<file path="src/dma_params.svh">
// DMA frontend parameters
// shared widths, job queue depth and accelerator opcode match patterns

`ifndef DMA_PARAMS_SVH
`define DMA_PARAMS_SVH

// datapath widths
`define DMA_ADDR_WIDTH   32
`define DMA_REP_WIDTH    32
`define DMA_TF_ID_WIDTH  32
`define DMA_ACC_ID_WIDTH 5

// number of 2D jobs queued ahead of the midend
`define DMA_FIFO_DEPTH   3

// opcode patterns, ? marks register or immediate fields
`define DMA_OP_DMSRC   32'b0000000_?????_?????_000_00000_0101011
`define DMA_OP_DMDST   32'b0000001_?????_?????_000_00000_0101011
`define DMA_OP_DMCPYI  32'b0000010_?????_?????_000_?????_0101011
`define DMA_OP_DMCPY   32'b0000011_?????_?????_000_?????_0101011
`define DMA_OP_DMSTATI 32'b0000100_?????_?????_000_?????_0101011
`define DMA_OP_DMSTAT  32'b0000101_?????_?????_000_?????_0101011
`define DMA_OP_DMSTR   32'b0000110_?????_?????_000_00000_0101011
`define DMA_OP_DMREP   32'b0000111_?????_?????_000_00000_0101011

`endif

</file>
<file path="src/acc_pkg.sv">
// Accelerator bus types
// request and response payloads of the accelerator interface, the op word
// with its two decodings and the status selector

`include "dma_params.svh"

package acc_pkg;

    // immediate view of the op word
    typedef struct packed {
        logic [6:0] funct7;
        logic [2:0] chan;
        logic [1:0] imm_cfg;
        logic [4:0] rs1;
        logic [2:0] funct3;
        logic [4:0] rd;
        logic [6:0] opcode;
    } acc_op_fields_t;

    // raw view is matched against opcodes, field view yields immediates
    typedef union packed {
        logic [31:0]    raw;
        acc_op_fields_t fields;
    } acc_op_t;

    typedef struct packed {
        logic [`DMA_ACC_ID_WIDTH-1:0] id;
        acc_op_t                      op;
        logic [31:0]                  arga;
        logic [31:0]                  argb;
    } acc_req_t;

    typedef struct packed {
        logic [`DMA_ACC_ID_WIDTH-1:0] id;
        logic [31:0]                  data;
        logic                         error;
    } acc_res_t;

    typedef enum logic [1:0] {
        STAT_COMPLETED_ID = 2'd0,
        STAT_NEXT_ID      = 2'd1,
        STAT_BUSY         = 2'd2,
        STAT_FULL         = 2'd3
    } status_sel_t;

endpackage

</file>
<file path="src/dma_pkg.sv">
// DMA job types
// 1D burst request handed to the backend, the 2D job queued by the
// decoder and the copy configuration bits

`include "dma_params.svh"

package dma_pkg;

    // one contiguous transfer
    typedef struct packed {
        logic [`DMA_ADDR_WIDTH-1:0] src_addr;
        logic [`DMA_ADDR_WIDTH-1:0] dst_addr;
        logic [`DMA_ADDR_WIDTH-1:0] length;
    } burst_req_t;

    // burst repeated reps times with per-repetition strides
    typedef struct packed {
        burst_req_t                burst;
        logic [`DMA_REP_WIDTH-1:0] src_stride;
        logic [`DMA_REP_WIDTH-1:0] dst_stride;
        logic [`DMA_REP_WIDTH-1:0] reps;
    } nd_job_t;

    // copy config from argb or the immediate
    typedef struct packed {
        logic twod;
        logic rsvd;
    } copy_cfg_t;

endpackage

</file>
<file path="src/dma_inst_decoder.sv">
// DMA instruction decoder
// decodes accelerator bus DMA instructions, keeps the staged job registers
// and sequences the request, job and response handshakes

`timescale 1ns/100ps
`include "dma_params.svh"

module dma_inst_decoder (
    input  logic                        clk_i,
    input  logic                        rst_n_i,
    input  acc_pkg::acc_req_t           acc_req_i,
    input  logic                        acc_req_valid_i,
    output logic                        acc_req_ready_o,
    output dma_pkg::nd_job_t            job_o,
    output logic                        job_valid_o,
    input  logic                        job_ready_i,
    output acc_pkg::acc_res_t           res_o,
    output logic                        res_valid_o,
    input  logic                        res_ready_i,
    input  logic [`DMA_TF_ID_WIDTH-1:0] next_id_i,
    input  logic [`DMA_TF_ID_WIDTH-1:0] completed_id_i,
    input  logic                        busy_i
);

    dma_pkg::nd_job_t      job_d, job_q;
    dma_pkg::copy_cfg_t    cfg;
    acc_pkg::status_sel_t  stat_sel;

    // --------------------------------------------------------------------------
    // decode
    // --------------------------------------------------------------------------
    always_comb begin
        job_d           = job_q;
        cfg             = '0;
        stat_sel        = acc_pkg::STAT_COMPLETED_ID;
        job_valid_o     = 1'b0;
        acc_req_ready_o = 1'b0;
        res_valid_o     = 1'b0;
        res_o           = '0;
        res_o.id        = acc_req_i.id;
        res_o.error     = 1'b1;

        if (acc_req_valid_i) begin
            unique casez (acc_req_i.op.raw)
                `DMA_OP_DMSRC: begin
                    job_d.burst.src_addr = acc_req_i.arga;
                    acc_req_ready_o      = 1'b1;
                end
                `DMA_OP_DMDST: begin
                    job_d.burst.dst_addr = acc_req_i.arga;
                    acc_req_ready_o      = 1'b1;
                end
                `DMA_OP_DMSTR: begin
                    job_d.src_stride = acc_req_i.arga;
                    job_d.dst_stride = acc_req_i.argb;
                    acc_req_ready_o  = 1'b1;
                end
                `DMA_OP_DMREP: begin
                    job_d.reps      = acc_req_i.arga;
                    acc_req_ready_o = 1'b1;
                end
                `DMA_OP_DMCPYI, `DMA_OP_DMCPY: begin
                    if (acc_req_i.op.raw ==? `DMA_OP_DMCPYI) begin
                        cfg = acc_req_i.op.fields.imm_cfg;
                    end else begin
                        cfg = acc_req_i.argb[1:0];
                    end
                    job_d.burst.length = acc_req_i.arga;
                    // push only with room for the response, ack with the push
                    if (res_ready_i) begin
                        job_valid_o = 1'b1;
                        if (job_ready_i) begin
                            res_o.data      = next_id_i;
                            res_o.error     = 1'b0;
                            res_valid_o     = 1'b1;
                            acc_req_ready_o = 1'b1;
                        end
                    end
                end
                `DMA_OP_DMSTATI, `DMA_OP_DMSTAT: begin
                    if (acc_req_i.op.raw ==? `DMA_OP_DMSTATI) begin
                        stat_sel = acc_pkg::status_sel_t'(acc_req_i.op.fields.imm_cfg);
                    end else begin
                        stat_sel = acc_pkg::status_sel_t'(acc_req_i.argb[1:0]);
                    end
                    case (stat_sel)
                        acc_pkg::STAT_COMPLETED_ID: res_o.data = completed_id_i;
                        acc_pkg::STAT_NEXT_ID:      res_o.data = next_id_i;
                        acc_pkg::STAT_BUSY:         res_o.data = {31'd0, busy_i};
                        default:                    res_o.data = {31'd0, !job_ready_i};
                    endcase
                    res_o.error = 1'b0;
                    if (res_ready_i) begin
                        res_valid_o     = 1'b1;
                        acc_req_ready_o = 1'b1;
                    end
                end
                // unknown ops are never acknowledged
                default: ;
            endcase
        end
    end

    // 1D copies ignore the programmed repetition count
    always_comb begin
        job_o = job_d;
        if (!cfg.twod) begin
            job_o.reps = 1;
        end
    end

    // staged job persists between copies
    always_ff @(posedge clk_i) begin
        if (!rst_n_i) begin
            job_q <= '0;
        end else begin
            job_q <= job_d;
        end
    end

endmodule

</file>
<file path="src/dma_req_fifo.sv">
// DMA request FIFO
// circular buffer queueing jobs between producer and consumer, registered
// storage with a fill count

`timescale 1ns/100ps
`include "dma_params.svh"

module dma_req_fifo #(
    parameter int unsigned DEPTH = `DMA_FIFO_DEPTH,
    parameter type         T     = dma_pkg::nd_job_t
) (
    input  logic clk_i,
    input  logic rst_n_i,
    input  T     data_i,
    input  logic valid_i,
    output logic ready_o,
    output T     data_o,
    output logic valid_o,
    input  logic ready_i,
    output logic full_o,
    output logic empty_o
);

    localparam int unsigned PtrWidth = (DEPTH > 1) ? $clog2(DEPTH) : 1;
    localparam int unsigned CntWidth = $clog2(DEPTH + 1);

    T                    mem_q [DEPTH];
    logic [PtrWidth-1:0] wr_ptr_q, rd_ptr_q;
    logic [CntWidth-1:0] count_q;
    logic                push, pop;

    assign full_o  = (count_q == CntWidth'(DEPTH));
    assign empty_o = (count_q == '0);
    assign ready_o = !full_o;
    assign valid_o = !empty_o;
    assign data_o  = mem_q[rd_ptr_q];
    assign push    = valid_i && ready_o;
    assign pop     = valid_o && ready_i;

    always_ff @(posedge clk_i) begin
        if (!rst_n_i) begin
            wr_ptr_q <= '0;
            rd_ptr_q <= '0;
            count_q  <= '0;
        end else begin
            if (push) begin
                wr_ptr_q <= (wr_ptr_q == PtrWidth'(DEPTH - 1)) ? '0 : wr_ptr_q + 1'b1;
            end
            if (pop) begin
                rd_ptr_q <= (rd_ptr_q == PtrWidth'(DEPTH - 1)) ? '0 : rd_ptr_q + 1'b1;
            end
            count_q <= count_q + CntWidth'(push) - CntWidth'(pop);
        end
    end

    always_ff @(posedge clk_i) begin
        if (push) begin
            mem_q[wr_ptr_q] <= data_i;
        end
    end

endmodule

</file>
<file path="src/dma_nd_midend.sv">
// DMA 2D midend
// expands each 2D job into strided 1D bursts and retires the job once the
// backend has reported all of its bursts done

`timescale 1ns/100ps
`include "dma_params.svh"

module dma_nd_midend (
    input  logic                clk_i,
    input  logic                rst_n_i,
    input  dma_pkg::nd_job_t    job_i,
    input  logic                job_valid_i,
    output logic                job_ready_o,
    output dma_pkg::burst_req_t burst_req_o,
    output logic                burst_valid_o,
    input  logic                burst_ready_i,
    input  logic                burst_done_i,
    output logic                retire_o,
    output logic                busy_o
);

    dma_pkg::nd_job_t           job_q;
    logic                       active_q;
    logic [`DMA_REP_WIDTH-1:0]  rep_q, done_q, cq_count;
    logic [`DMA_ADDR_WIDTH-1:0] src_q, dst_q;
    logic                       burst_hs, last_burst, load;
    logic                       cq_ready, cq_valid;

    assign burst_valid_o        = active_q;
    assign burst_req_o.src_addr = src_q;
    assign burst_req_o.dst_addr = dst_q;
    assign burst_req_o.length   = job_q.burst.length;

    assign burst_hs   = burst_valid_o && burst_ready_i;
    assign last_burst = burst_hs && (rep_q == job_q.reps - 1'b1);
    // next job loads with the last burst of the current one
    assign job_ready_o = (!active_q || last_burst) && cq_ready;
    assign load        = job_valid_i && job_ready_o;

    // rep counts of jobs still waiting for done pulses
    dma_req_fifo #(
        .DEPTH ( `DMA_FIFO_DEPTH                ),
        .T     ( logic [`DMA_REP_WIDTH-1:0]     )
    ) i_cnt_queue (
        .clk_i   ( clk_i      ),
        .rst_n_i ( rst_n_i    ),
        .data_i  ( job_i.reps ),
        .valid_i ( load       ),
        .ready_o ( cq_ready   ),
        .data_o  ( cq_count   ),
        .valid_o ( cq_valid   ),
        .ready_i ( retire_o   ),
        .full_o  (            ),
        .empty_o (            )
    );

    assign retire_o = cq_valid && burst_done_i && (done_q == cq_count - 1'b1);
    assign busy_o   = cq_valid;

    always_ff @(posedge clk_i) begin
        if (!rst_n_i) begin
            active_q <= 1'b0;
            rep_q    <= '0;
            done_q   <= '0;
        end else begin
            if (load) begin
                active_q <= 1'b1;
                rep_q    <= '0;
            end else if (last_burst) begin
                active_q <= 1'b0;
            end else if (burst_hs) begin
                rep_q <= rep_q + 1'b1;
            end
            if (retire_o) begin
                done_q <= '0;
            end else if (burst_done_i) begin
                done_q <= done_q + 1'b1;
            end
        end
    end

    // running addresses advance by the strides after each burst
    always_ff @(posedge clk_i) begin
        if (load) begin
            job_q <= job_i;
            src_q <= job_i.burst.src_addr;
            dst_q <= job_i.burst.dst_addr;
        end else if (burst_hs) begin
            src_q <= src_q + job_q.src_stride;
            dst_q <= dst_q + job_q.dst_stride;
        end
    end

endmodule

</file>
<file path="src/dma_tf_id_gen.sv">
// Transfer ID generator
// hands out the next transfer ID and tracks the last completed one

`timescale 1ns/100ps
`include "dma_params.svh"

module dma_tf_id_gen (
    input  logic                        clk_i,
    input  logic                        rst_n_i,
    input  logic                        issue_i,
    input  logic                        retire_i,
    output logic [`DMA_TF_ID_WIDTH-1:0] next_o,
    output logic [`DMA_TF_ID_WIDTH-1:0] completed_o
);

    // ID 0 means nothing completed yet
    always_ff @(posedge clk_i) begin
        if (!rst_n_i) begin
            next_o      <= `DMA_TF_ID_WIDTH'(1);
            completed_o <= '0;
        end else begin
            if (issue_i) begin
                next_o <= next_o + 1'b1;
            end
            if (retire_i) begin
                completed_o <= completed_o + 1'b1;
            end
        end
    end

endmodule

</file>
<file path="src/dma_rsp_spill.sv">
// Response spill register
// two-entry buffer with registered outputs that cuts the ready path from
// the accelerator bus back into the decoder

`timescale 1ns/100ps

module dma_rsp_spill (
    input  logic              clk_i,
    input  logic              rst_n_i,
    input  acc_pkg::acc_res_t data_i,
    input  logic              valid_i,
    output logic              ready_o,
    output acc_pkg::acc_res_t data_o,
    output logic              valid_o,
    input  logic              ready_i
);

    acc_pkg::acc_res_t a_data_q, b_data_q;
    logic              a_full_q, b_full_q;
    logic              a_fill, a_drain, b_fill, b_drain;

    // a takes new data, b catches a when the output stalls
    assign a_fill  = valid_i && ready_o;
    assign a_drain = a_full_q && !b_full_q;
    assign b_fill  = a_drain && !ready_i;
    assign b_drain = b_full_q && ready_i;

    assign ready_o = !a_full_q || !b_full_q;
    assign valid_o = a_full_q || b_full_q;
    assign data_o  = b_full_q ? b_data_q : a_data_q;

    always_ff @(posedge clk_i) begin
        if (!rst_n_i) begin
            a_full_q <= 1'b0;
            b_full_q <= 1'b0;
        end else begin
            if (a_fill || a_drain) begin
                a_full_q <= a_fill;
            end
            if (b_fill || b_drain) begin
                b_full_q <= b_fill;
            end
        end
    end

    always_ff @(posedge clk_i) begin
        if (a_fill) begin
            a_data_q <= data_i;
        end
        if (b_fill) begin
            b_data_q <= a_data_q;
        end
    end

endmodule

</file>
<file path="src/dma_frontend_top.sv">
// DMA frontend top level
// connects decoder, job FIFO, 2D midend, ID generator and response spill
// register of the tightly coupled single channel DMA frontend

`timescale 1ns/100ps
`include "dma_params.svh"

module dma_frontend_top (
    input  logic                clk_i,
    input  logic                rst_n_i,
    input  acc_pkg::acc_req_t   acc_req_i,
    input  logic                acc_req_valid_i,
    output logic                acc_req_ready_o,
    output acc_pkg::acc_res_t   acc_res_o,
    output logic                acc_res_valid_o,
    input  logic                acc_res_ready_i,
    output dma_pkg::burst_req_t burst_req_o,
    output logic                burst_valid_o,
    input  logic                burst_ready_i,
    input  logic                burst_done_i,
    output logic                busy_o
);

    dma_pkg::nd_job_t            dec_job, fifo_job;
    logic                        dec_job_valid, dec_job_ready;
    logic                        fifo_job_valid, fifo_job_ready, fifo_empty;
    acc_pkg::acc_res_t           dec_res;
    logic                        dec_res_valid, dec_res_ready;
    logic [`DMA_TF_ID_WIDTH-1:0] next_id, completed_id;
    logic                        issue, retire, mid_busy;

    // an ID is consumed by every job pushed into the queue
    assign issue  = dec_job_valid && dec_job_ready;
    assign busy_o = !fifo_empty || mid_busy;

    dma_inst_decoder i_decoder (
        .clk_i           ( clk_i           ),
        .rst_n_i         ( rst_n_i         ),
        .acc_req_i       ( acc_req_i       ),
        .acc_req_valid_i ( acc_req_valid_i ),
        .acc_req_ready_o ( acc_req_ready_o ),
        .job_o           ( dec_job         ),
        .job_valid_o     ( dec_job_valid   ),
        .job_ready_i     ( dec_job_ready   ),
        .res_o           ( dec_res         ),
        .res_valid_o     ( dec_res_valid   ),
        .res_ready_i     ( dec_res_ready   ),
        .next_id_i       ( next_id         ),
        .completed_id_i  ( completed_id    ),
        .busy_i          ( busy_o          )
    );

    dma_req_fifo i_req_fifo (
        .clk_i   ( clk_i          ),
        .rst_n_i ( rst_n_i        ),
        .data_i  ( dec_job        ),
        .valid_i ( dec_job_valid  ),
        .ready_o ( dec_job_ready  ),
        .data_o  ( fifo_job       ),
        .valid_o ( fifo_job_valid ),
        .ready_i ( fifo_job_ready ),
        .full_o  (                ),
        .empty_o ( fifo_empty     )
    );

    dma_nd_midend i_nd_midend (
        .clk_i         ( clk_i          ),
        .rst_n_i       ( rst_n_i        ),
        .job_i         ( fifo_job       ),
        .job_valid_i   ( fifo_job_valid ),
        .job_ready_o   ( fifo_job_ready ),
        .burst_req_o   ( burst_req_o    ),
        .burst_valid_o ( burst_valid_o  ),
        .burst_ready_i ( burst_ready_i  ),
        .burst_done_i  ( burst_done_i   ),
        .retire_o      ( retire         ),
        .busy_o        ( mid_busy       )
    );

    dma_tf_id_gen i_tf_id_gen (
        .clk_i       ( clk_i        ),
        .rst_n_i     ( rst_n_i      ),
        .issue_i     ( issue        ),
        .retire_i    ( retire       ),
        .next_o      ( next_id      ),
        .completed_o ( completed_id )
    );

    dma_rsp_spill i_rsp_spill (
        .clk_i   ( clk_i           ),
        .rst_n_i ( rst_n_i         ),
        .data_i  ( dec_res         ),
        .valid_i ( dec_res_valid   ),
        .ready_o ( dec_res_ready   ),
        .data_o  ( acc_res_o       ),
        .valid_o ( acc_res_valid_o ),
        .ready_i ( acc_res_ready_i )
    );

endmodule

</file>
<file path="config.mk">
export PLATFORM = sky130hd
export DESIGN_NAME = dma_frontend_top
export DESIGN_NICKNAME = d
export VERILOG_FILES = /design/src/acc_pkg.sv /design/src/dma_pkg.sv /design/src/dma_inst_decoder.sv /design/src/dma_req_fifo.sv /design/src/dma_nd_midend.sv /design/src/dma_tf_id_gen.sv /design/src/dma_rsp_spill.sv /design/src/dma_frontend_top.sv
export VERILOG_INCLUDE_DIRS = /design/src
export SDC_FILE = /design/constraint.sdc
export NUM_CORES = 2
export LEC_CHECK = 0
export ABC_AREA = 1
export BUFFER_PORTS_ARGS = -buffer_cell sky130_fd_sc_hd__buf_2
export CELL_PAD_IN_SITES_DETAIL_PLACEMENT = 1
export CELL_PAD_IN_SITES_GLOBAL_PLACEMENT = 2
export CORE_MARGIN = 4
export CORE_UTILIZATION = 30
export DETAILED_ROUTE_END_ITERATION = 6
export GPL_ROUTABILITY_DRIVEN = 0
export PLACE_DENSITY_LB_ADDON = 0.1
export SETUP_SLACK_MARGIN = 0.5
export SLEW_MARGIN = 10
export SYNTH_ARGS = -nofsm -noshare
export SYNTH_HDL_FRONTEND = slang
export SYNTH_SLANG_ARGS = --single-unit
</file>
<file path="constraint.sdc">
create_clock -name clk_i -period 34.3 [get_ports clk_i]
set_clock_uncertainty 0.1 [all_clocks]
set_input_delay 6.86 -clock clk_i [delete_from_list [all_inputs] [get_ports clk_i]]
set_output_delay 6.86 -clock clk_i [all_outputs]
set_load 0.005 [all_outputs]
</file>
After elaboration in Yosys (flattened, before gate mapping)
Memories as Yosys holds them, arrays and structs flattened. A register that Yosys moved wholly into a read port is not among the register bits.
Cells that the tools add are included.
Widths: inputs -> output; s select.
{ "word_totals": {"register_bits": 603, "mem_bits_rw": 672, "in_bits": 107, "n_memories": 2} }
{ "op_classes": {"add_sub_neg": 16, "eq_ne": 18, "muxes": 45, "n_bitwise": 2, "reduce_logical": 38} }
{ "memory_table": {"columns": ["memory", "depth", "width", "read_ports", "rd_ports_with_merged_regs", "wr", "line_no", "text"], "rows": [
  ["i_req_fifo.mem_q", 3, 192, 1, 1, 1, "dma_req_fifo.sv:27", "T mem_q [DEPTH];"],
  ["i_nd_midend.i_cnt_queue.mem_q", 3, 32, 1, 1, 1, "dma_req_fifo.sv:27", null]
]} }
{ "ops": {"columns": ["operator", "count"], "rows": [
  ["$mux 32", 9],
  ["$mux 192", 1],
  ["$add 32x1->32 const B", 4],
  ["$pmux 32 s3", 1],
  ["$mux 33", 2],
  ["$pmux 33 s2", 1],
  ["$add 32x32->32", 2],
  ["$eq 32x32->1", 2],
  ["$mux 64", 1],
  ["$sub 32x1->32 const B", 2],
  ["$eq 22x18->1 const B", 2],
  ["$mux 38", 1],
  ["$eq 17x12->1 const B", 2],
  ["$eq 17x13->1 const B", 2],
  ["$mux 2", 14],
  ["$eq 22x16->1 const B", 1],
  ["$eq 22x6->1 const B", 1],
  ["$eq 2x2->1 const B", 7],
  ["$logic_and 1x1->1", 13],
  ["$mux 1", 13],
  ["$add 2x1->2 const B", 4],
  ["$logic_not 1->1", 8],
  ["$reduce_or 2->1", 4],
  ["$logic_not 2->1", 3],
  ["10 further kinds", 19]
]} }

Logic depth before layout (Yosys ltp)
{ "logic_depth": {"word_depth": 9, "mapped_depth": 28, "ltp_nobuf": 24} }

Modules after synthesis
Synthesis repeated with hierarchy kept, for this count alone.
{ "hier_totals": {"cells_unflattened": 6332, "area_unflattened_um2": 59419.5} }
{ "by_module_without_submodules": {"columns": ["module", "instances", "cells_per_inst", "area_each_um2"], "rows": [
  ["dma_req_fifo at i_req_fifo", 1, 1484, 21456.8],
  ["dma_nd_midend", 1, 2316, 17571.9],
  ["dma_inst_decoder", 1, 1475, 10087.2],
  ["dma_req_fifo at i_nd_midend.i_cnt_queue", 1, 294, 3943.8],
  ["dma_tf_id_gen", 1, 545, 3472.1],
  ["dma_rsp_spill", 1, 214, 2872.8],
  ["dma_frontend_top", 1, 4, 15.0]
]} }

Worst setup path after synthesis
OpenSTA, ideal clock, no wires.
{ "synth_timing": {"kind": "input port to flip-flop", "from": "input port acc_req_i[78] (netlist name)", "to": "memory i_req_fifo.mem_q[0][0] (netlist name), enable pin", "t_arrival_ps": 21060, "setup_slack_ps": 12157, "stages": 6, "path_buffers": 0, "cell_sequence": "or2_1 nor3_1 nand3_1 nor2_1 inv_1 nor3_1"} }
{ "synth_between": {"elab_chain_len": 7} }
{ "synth_rtl": {"columns": ["item", "line_no", "text"], "rows": [
  ["start, declared", "dma_frontend_top.sv:11", "input acc_pkg::acc_req_t acc_req_i,"],
  ["$eq 17x12->1", "dma_inst_decoder.sv:44", "unique casez (acc_req_i.op.raw)"],
  ["$reduce_or 2->1 *", "dma_inst_decoder.sv:44", null],
  ["$mux 1 *", "dma_inst_decoder.sv:44", null],
  ["$mux 1 *", "dma_inst_decoder.sv:43", "if (acc_req_valid_i) begin"],
  ["$logic_and 1x1->1 *", "dma_req_fifo.sv:37", "assign push = valid_i && ready_o;"],
  ["via i_req_fifo.push", "dma_req_fifo.sv:30", "logic push, pop;"],
  ["$mux 1 *", "dma_req_fifo.sv:57", "if (push) begin"],
  ["$mux 1 (not written as such) *", "dma_req_fifo.sv:58", "mem_q[wr_ptr_q] <= data_i;"],
  ["end, declared", "dma_req_fifo.sv:27", null]
]} }
The timed path passes the listed nets; every way through them passes the cells marked *.

Worst setup path in the final report
{ "layout_timing": {"from": "input port acc_req_i[92] (netlist name)", "to": "output port acc_req_ready_o"} }
{ "layout_between": {"elab_chain_len": 4} }
{ "layout_rtl": {"columns": ["item", "line_no", "text"], "rows": [
  ["$eq 22x6->1, or another cell as far along", "dma_inst_decoder.sv:44", null],
  ["$reduce_or 4->1 (no source line) / $reduce_or 2->1 (equally long branches)", null, null],
  ["$pmux 1 s3 *", "dma_inst_decoder.sv:44", null],
  ["$mux 1 *", "dma_inst_decoder.sv:43", null],
  ["end, declared", "dma_frontend_top.sv:13", "output logic acc_req_ready_o,"]
]} }
Mark *: on every way between the ends. The rest lies on a longest branch, timed or not.

==> results.md <==
- Reg2Reg Depth: 24
- Largest net degree at the start of global routing: ~160
- R2r endpoint: i_nd_midend.i_cnt_queue.count_q[1]
- Endpoints failing setup: 0
- Clock tree from TritonCTS: yes
- Clock Pin Slew Worst Setup and Hold Paths: roughly 0.060 ns
- Power Dens Cells: roughly 80 nW/µm²
- Htree depth: 4
- Vias in the first global route: around 43000
- CP Launch Type: input pin
- Mapped Nets: 6181
- Total negative slack: 0 ns
- Remaining global-route overflow: 0
- Normalized max-slew margin: between 20 and 30%
- Post-Route WL: 184 mm
- Worst-skew pair later-pin latency: 0.80 ns
- Worst hold path type: reg2reg
- Tmin final: 16.33 ns
- Slew @ Worst Pin: 1.09 ns
- Drt wl/cell: 20.8 µm
- DRC viols: 0
- Max VDD drop: 0.0000523 V
- Yosys Warn Count: 0
- Via/cell ratio: 4.69
- Setup CP Type: in2out
- Die Wd: 447 µm
- Leak: 26.9 nW
- Max Slew Vio Count: 0
- Post-Syn Instances: 6000
- Slowest-stage cell, CP: nor2_1
- Post-route cell area: 66500 µm²
- Distinct cells, synth: 57
- Vias post-DR: 41400
- Cts bufs inserted: between 150 and 200
- Hold buffers post-CTS: 0
- DRT iter0 DRCs: 2275
- Leading cell types in the layout, fill and taps excluded: 1366 x nand2_1, 940 x edfxtp_1, 718 x nor2_1, 624 x inv_1, 456 x a21oi_1
- Commonest non-fill, non-tap cell in the layout: nand2_1
- Setup crit start: acc_req_i[92]
- Dpl hpwl: between 100 and 150 mm
- Post-Syn Area: 57700 µm²
- Layout Nets: 6361
- Post-synth top flop: edfxtp_1
- Reg-to-reg setup timing slack: 29.00 ns
- Crit path largest cell delay: about 0.48 ns
- Chip height: about 450 µm
- Sink Count: about 1300
- Cts repair resizes: 0
- Global-route wire length before repair: ~280 mm
- Placed cell areas: 61400 µm²
- Worst EP required: about 27 ns
- Crit path arrival time: roughly 9.4 ns
- CP Capture Type: output pin
- WP buf/inv: 5
- Endpoints failing hold: 0
- Placeable Area: ~190000 µm²
- Post-synthesis sequential area ratio: 60.6%
- EDFF count, synth: 940
- Maxcap violations: 0
- Post-CTS setup buffer count: 0
- Cell Chain, Critical Path: buf_2 -> nor2_1 -> nand3_1 -> nor3_1 -> nand3_2 -> buf_4 -> nor2_1 -> inv_1 -> o21ai_4 -> inv_1 -> nand2_1 -> buf_2
- Layout cells sized above 1: 10.2%
- ANT nets after route: 0
- RSZ-0062 raised after global routing: false
- CP Max Fanout: 35
- CP delay by family, top: simple AND/OR/NAND/NOR gates
- Total stage count of the critical path: 12
- Synthesis-to-layout area growth: 15.1%
- # rows: 160
- Post-synthesis register bit count: 1279
- Post-synth ARST share: 0%
- Fmax: just over 60 MHz
- Worst setup path end: acc_req_ready_o
- Syn_area_per_cell: 9.62 µm²
- CTS Root Cell: clkbuf_16
- Drt pass-1 iters: 5
- Initial Utilization: between 30% and 40%
- Final Cycle Share: 47.6%
- Total GRT Usage: between 10% and 20%
- Clock Path Buffers: 3
- Die ar.: 200000 µm²
- Final-layout fill cell count: between 20000 and 25000
- Port bufs: 236
- Run status: complete, no violations
- Initial antenna violation count: 19
- IO Pins: around 250
==> stage by stage <==
step	cells	hold WS, ns	setup slack [ns]	util [%]	power [mW]
after floorplan	6000	0.327	12.16	-	3.15
after global placement	8536	0.330	17.91	32.2	3.77
after detailed placement	8536	0.337	17.85	32.2	3.78
after CTS	8822	0.338	17.85	34.8	5.45
after global routing	8825	0.354	17.69	34.8	5.72
final	8827	0.329	17.97	34.8	5.34
==> kinds of logic (layout without fill, tap and decap cells) <==
group                      Yosys count  count (layout)  share of synthesized area (%)
muxes                               94              94                           1.63
DFF                               1279            1279                           60.6
other                                0               5                              0
buffers and inverters              897            1208                           6.29
adders and majority gates           74              74                           1.63
AOI/OAI and AO/OA                  858             858                           8.14
xor gates and xnor gates           194             194                           2.94
and+or+nand+nor                   2604            2604                           18.7
==> flip-flops by register name, indices dropped and copies added (netlist names), 38 cells and up, named ones only <==
| signal | cells |
|---|---|
| i_req_fifo.mem_q | 576 |
| i_rsp_spill.a_data_q | 38 |
| i_rsp_spill.b_data_q | 38 |
| i_decoder.job_q | 192 |
| i_nd_midend.i_cnt_queue.mem_q | 96 |
| i_nd_midend.job_q | 96 |
==> worst min-delay path by stage <==
| stage | startpoint | to | depth (start not counted) |
|---|---|---|---|
| 2_1_floorplan | i_rsp_spill.a_data_q[0] | i_rsp_spill.b_data_q[0] | 0 |
| 3_3_place_gp | i_rsp_spill.a_data_q[37] | i_rsp_spill.b_data_q[37] | 0 |
| 3_5_place_dp | i_rsp_spill.a_data_q[24] | i_rsp_spill.b_data_q[24] | 0 |
| 4_1_cts | i_rsp_spill.a_data_q[22] | i_rsp_spill.b_data_q[22] | 0 |
| 5_1_grt | i_rsp_spill.a_data_q[22] | i_rsp_spill.b_data_q[22] | 0 |
| 6_report | i_rsp_spill.a_data_q[22] | i_rsp_spill.b_data_q[22] | 0 |
==> metal layers <==
layer	vias to the layer above	wire length [µm]	track usage, %
met5	-	16	0
met4	2	4660	4.96
met3	219	6450	2.81
met2	533	87600	31.0
met1	20400	84700	24.3
li1	20300	-	-
==> where the power goes <==
group	leakage [nW]	switching, mW	total [mW]	internal [mW]
combinational	12.3	1.12	1.65	0.526
clock	2.48	0.674	1.63	0.955
sequential	12.1	0.129	2.06	1.93
==> cells in the mapped netlist (all sizes together) (5+ instances only) <==
cell type / instances / area [µm²]
nand3: 221 / 1130
o21ai: 238 / 1190
nor4: 28 / 190
nand3b: 8 / 60.1
inv: 633 / 2380
nand2: 1390 / 5280
xnor2: 55 / 482
o21a: 63 / 473
mux2i: 94 / 941
buf: 91 / 606
nor2: 742 / 2890
nor3b: 5 / 37.5
a21oi: 456 / 2280
a211oi: 34 / 255
or2: 67 / 422
ha: 72 / 901
o22ai: 19 / 119
o21bai: 6 / 45.0
clkbuf: 171 / 642
a221oi: 8 / 70.1
xor2: 139 / 1220
o32ai: 6 / 52.6
edfxtp: 940 / 28200
nor3: 94 / 490
nand4: 46 / 288
dfxtp: 339 / 6790
a31oi: 13 / 81.3
==> final cells by class <==
class / count / area (µm²) / area share (%)
sequential: 1279 / 35000 / 52.7
tap: 2511 / 3140 / 4.73
inverter: 635 / 2410 / 3.63
multi-input combinational: 3824 / 19200 / 28.9
timing repair buffer: 287 / 1590 / 2.39
antenna: 5 / 12.5 / 0.0188
clock inverter: 75 / 842 / 1.27
clock buffer: 211 / 4270 / 6.42
(Power assumes the default switching activity.)
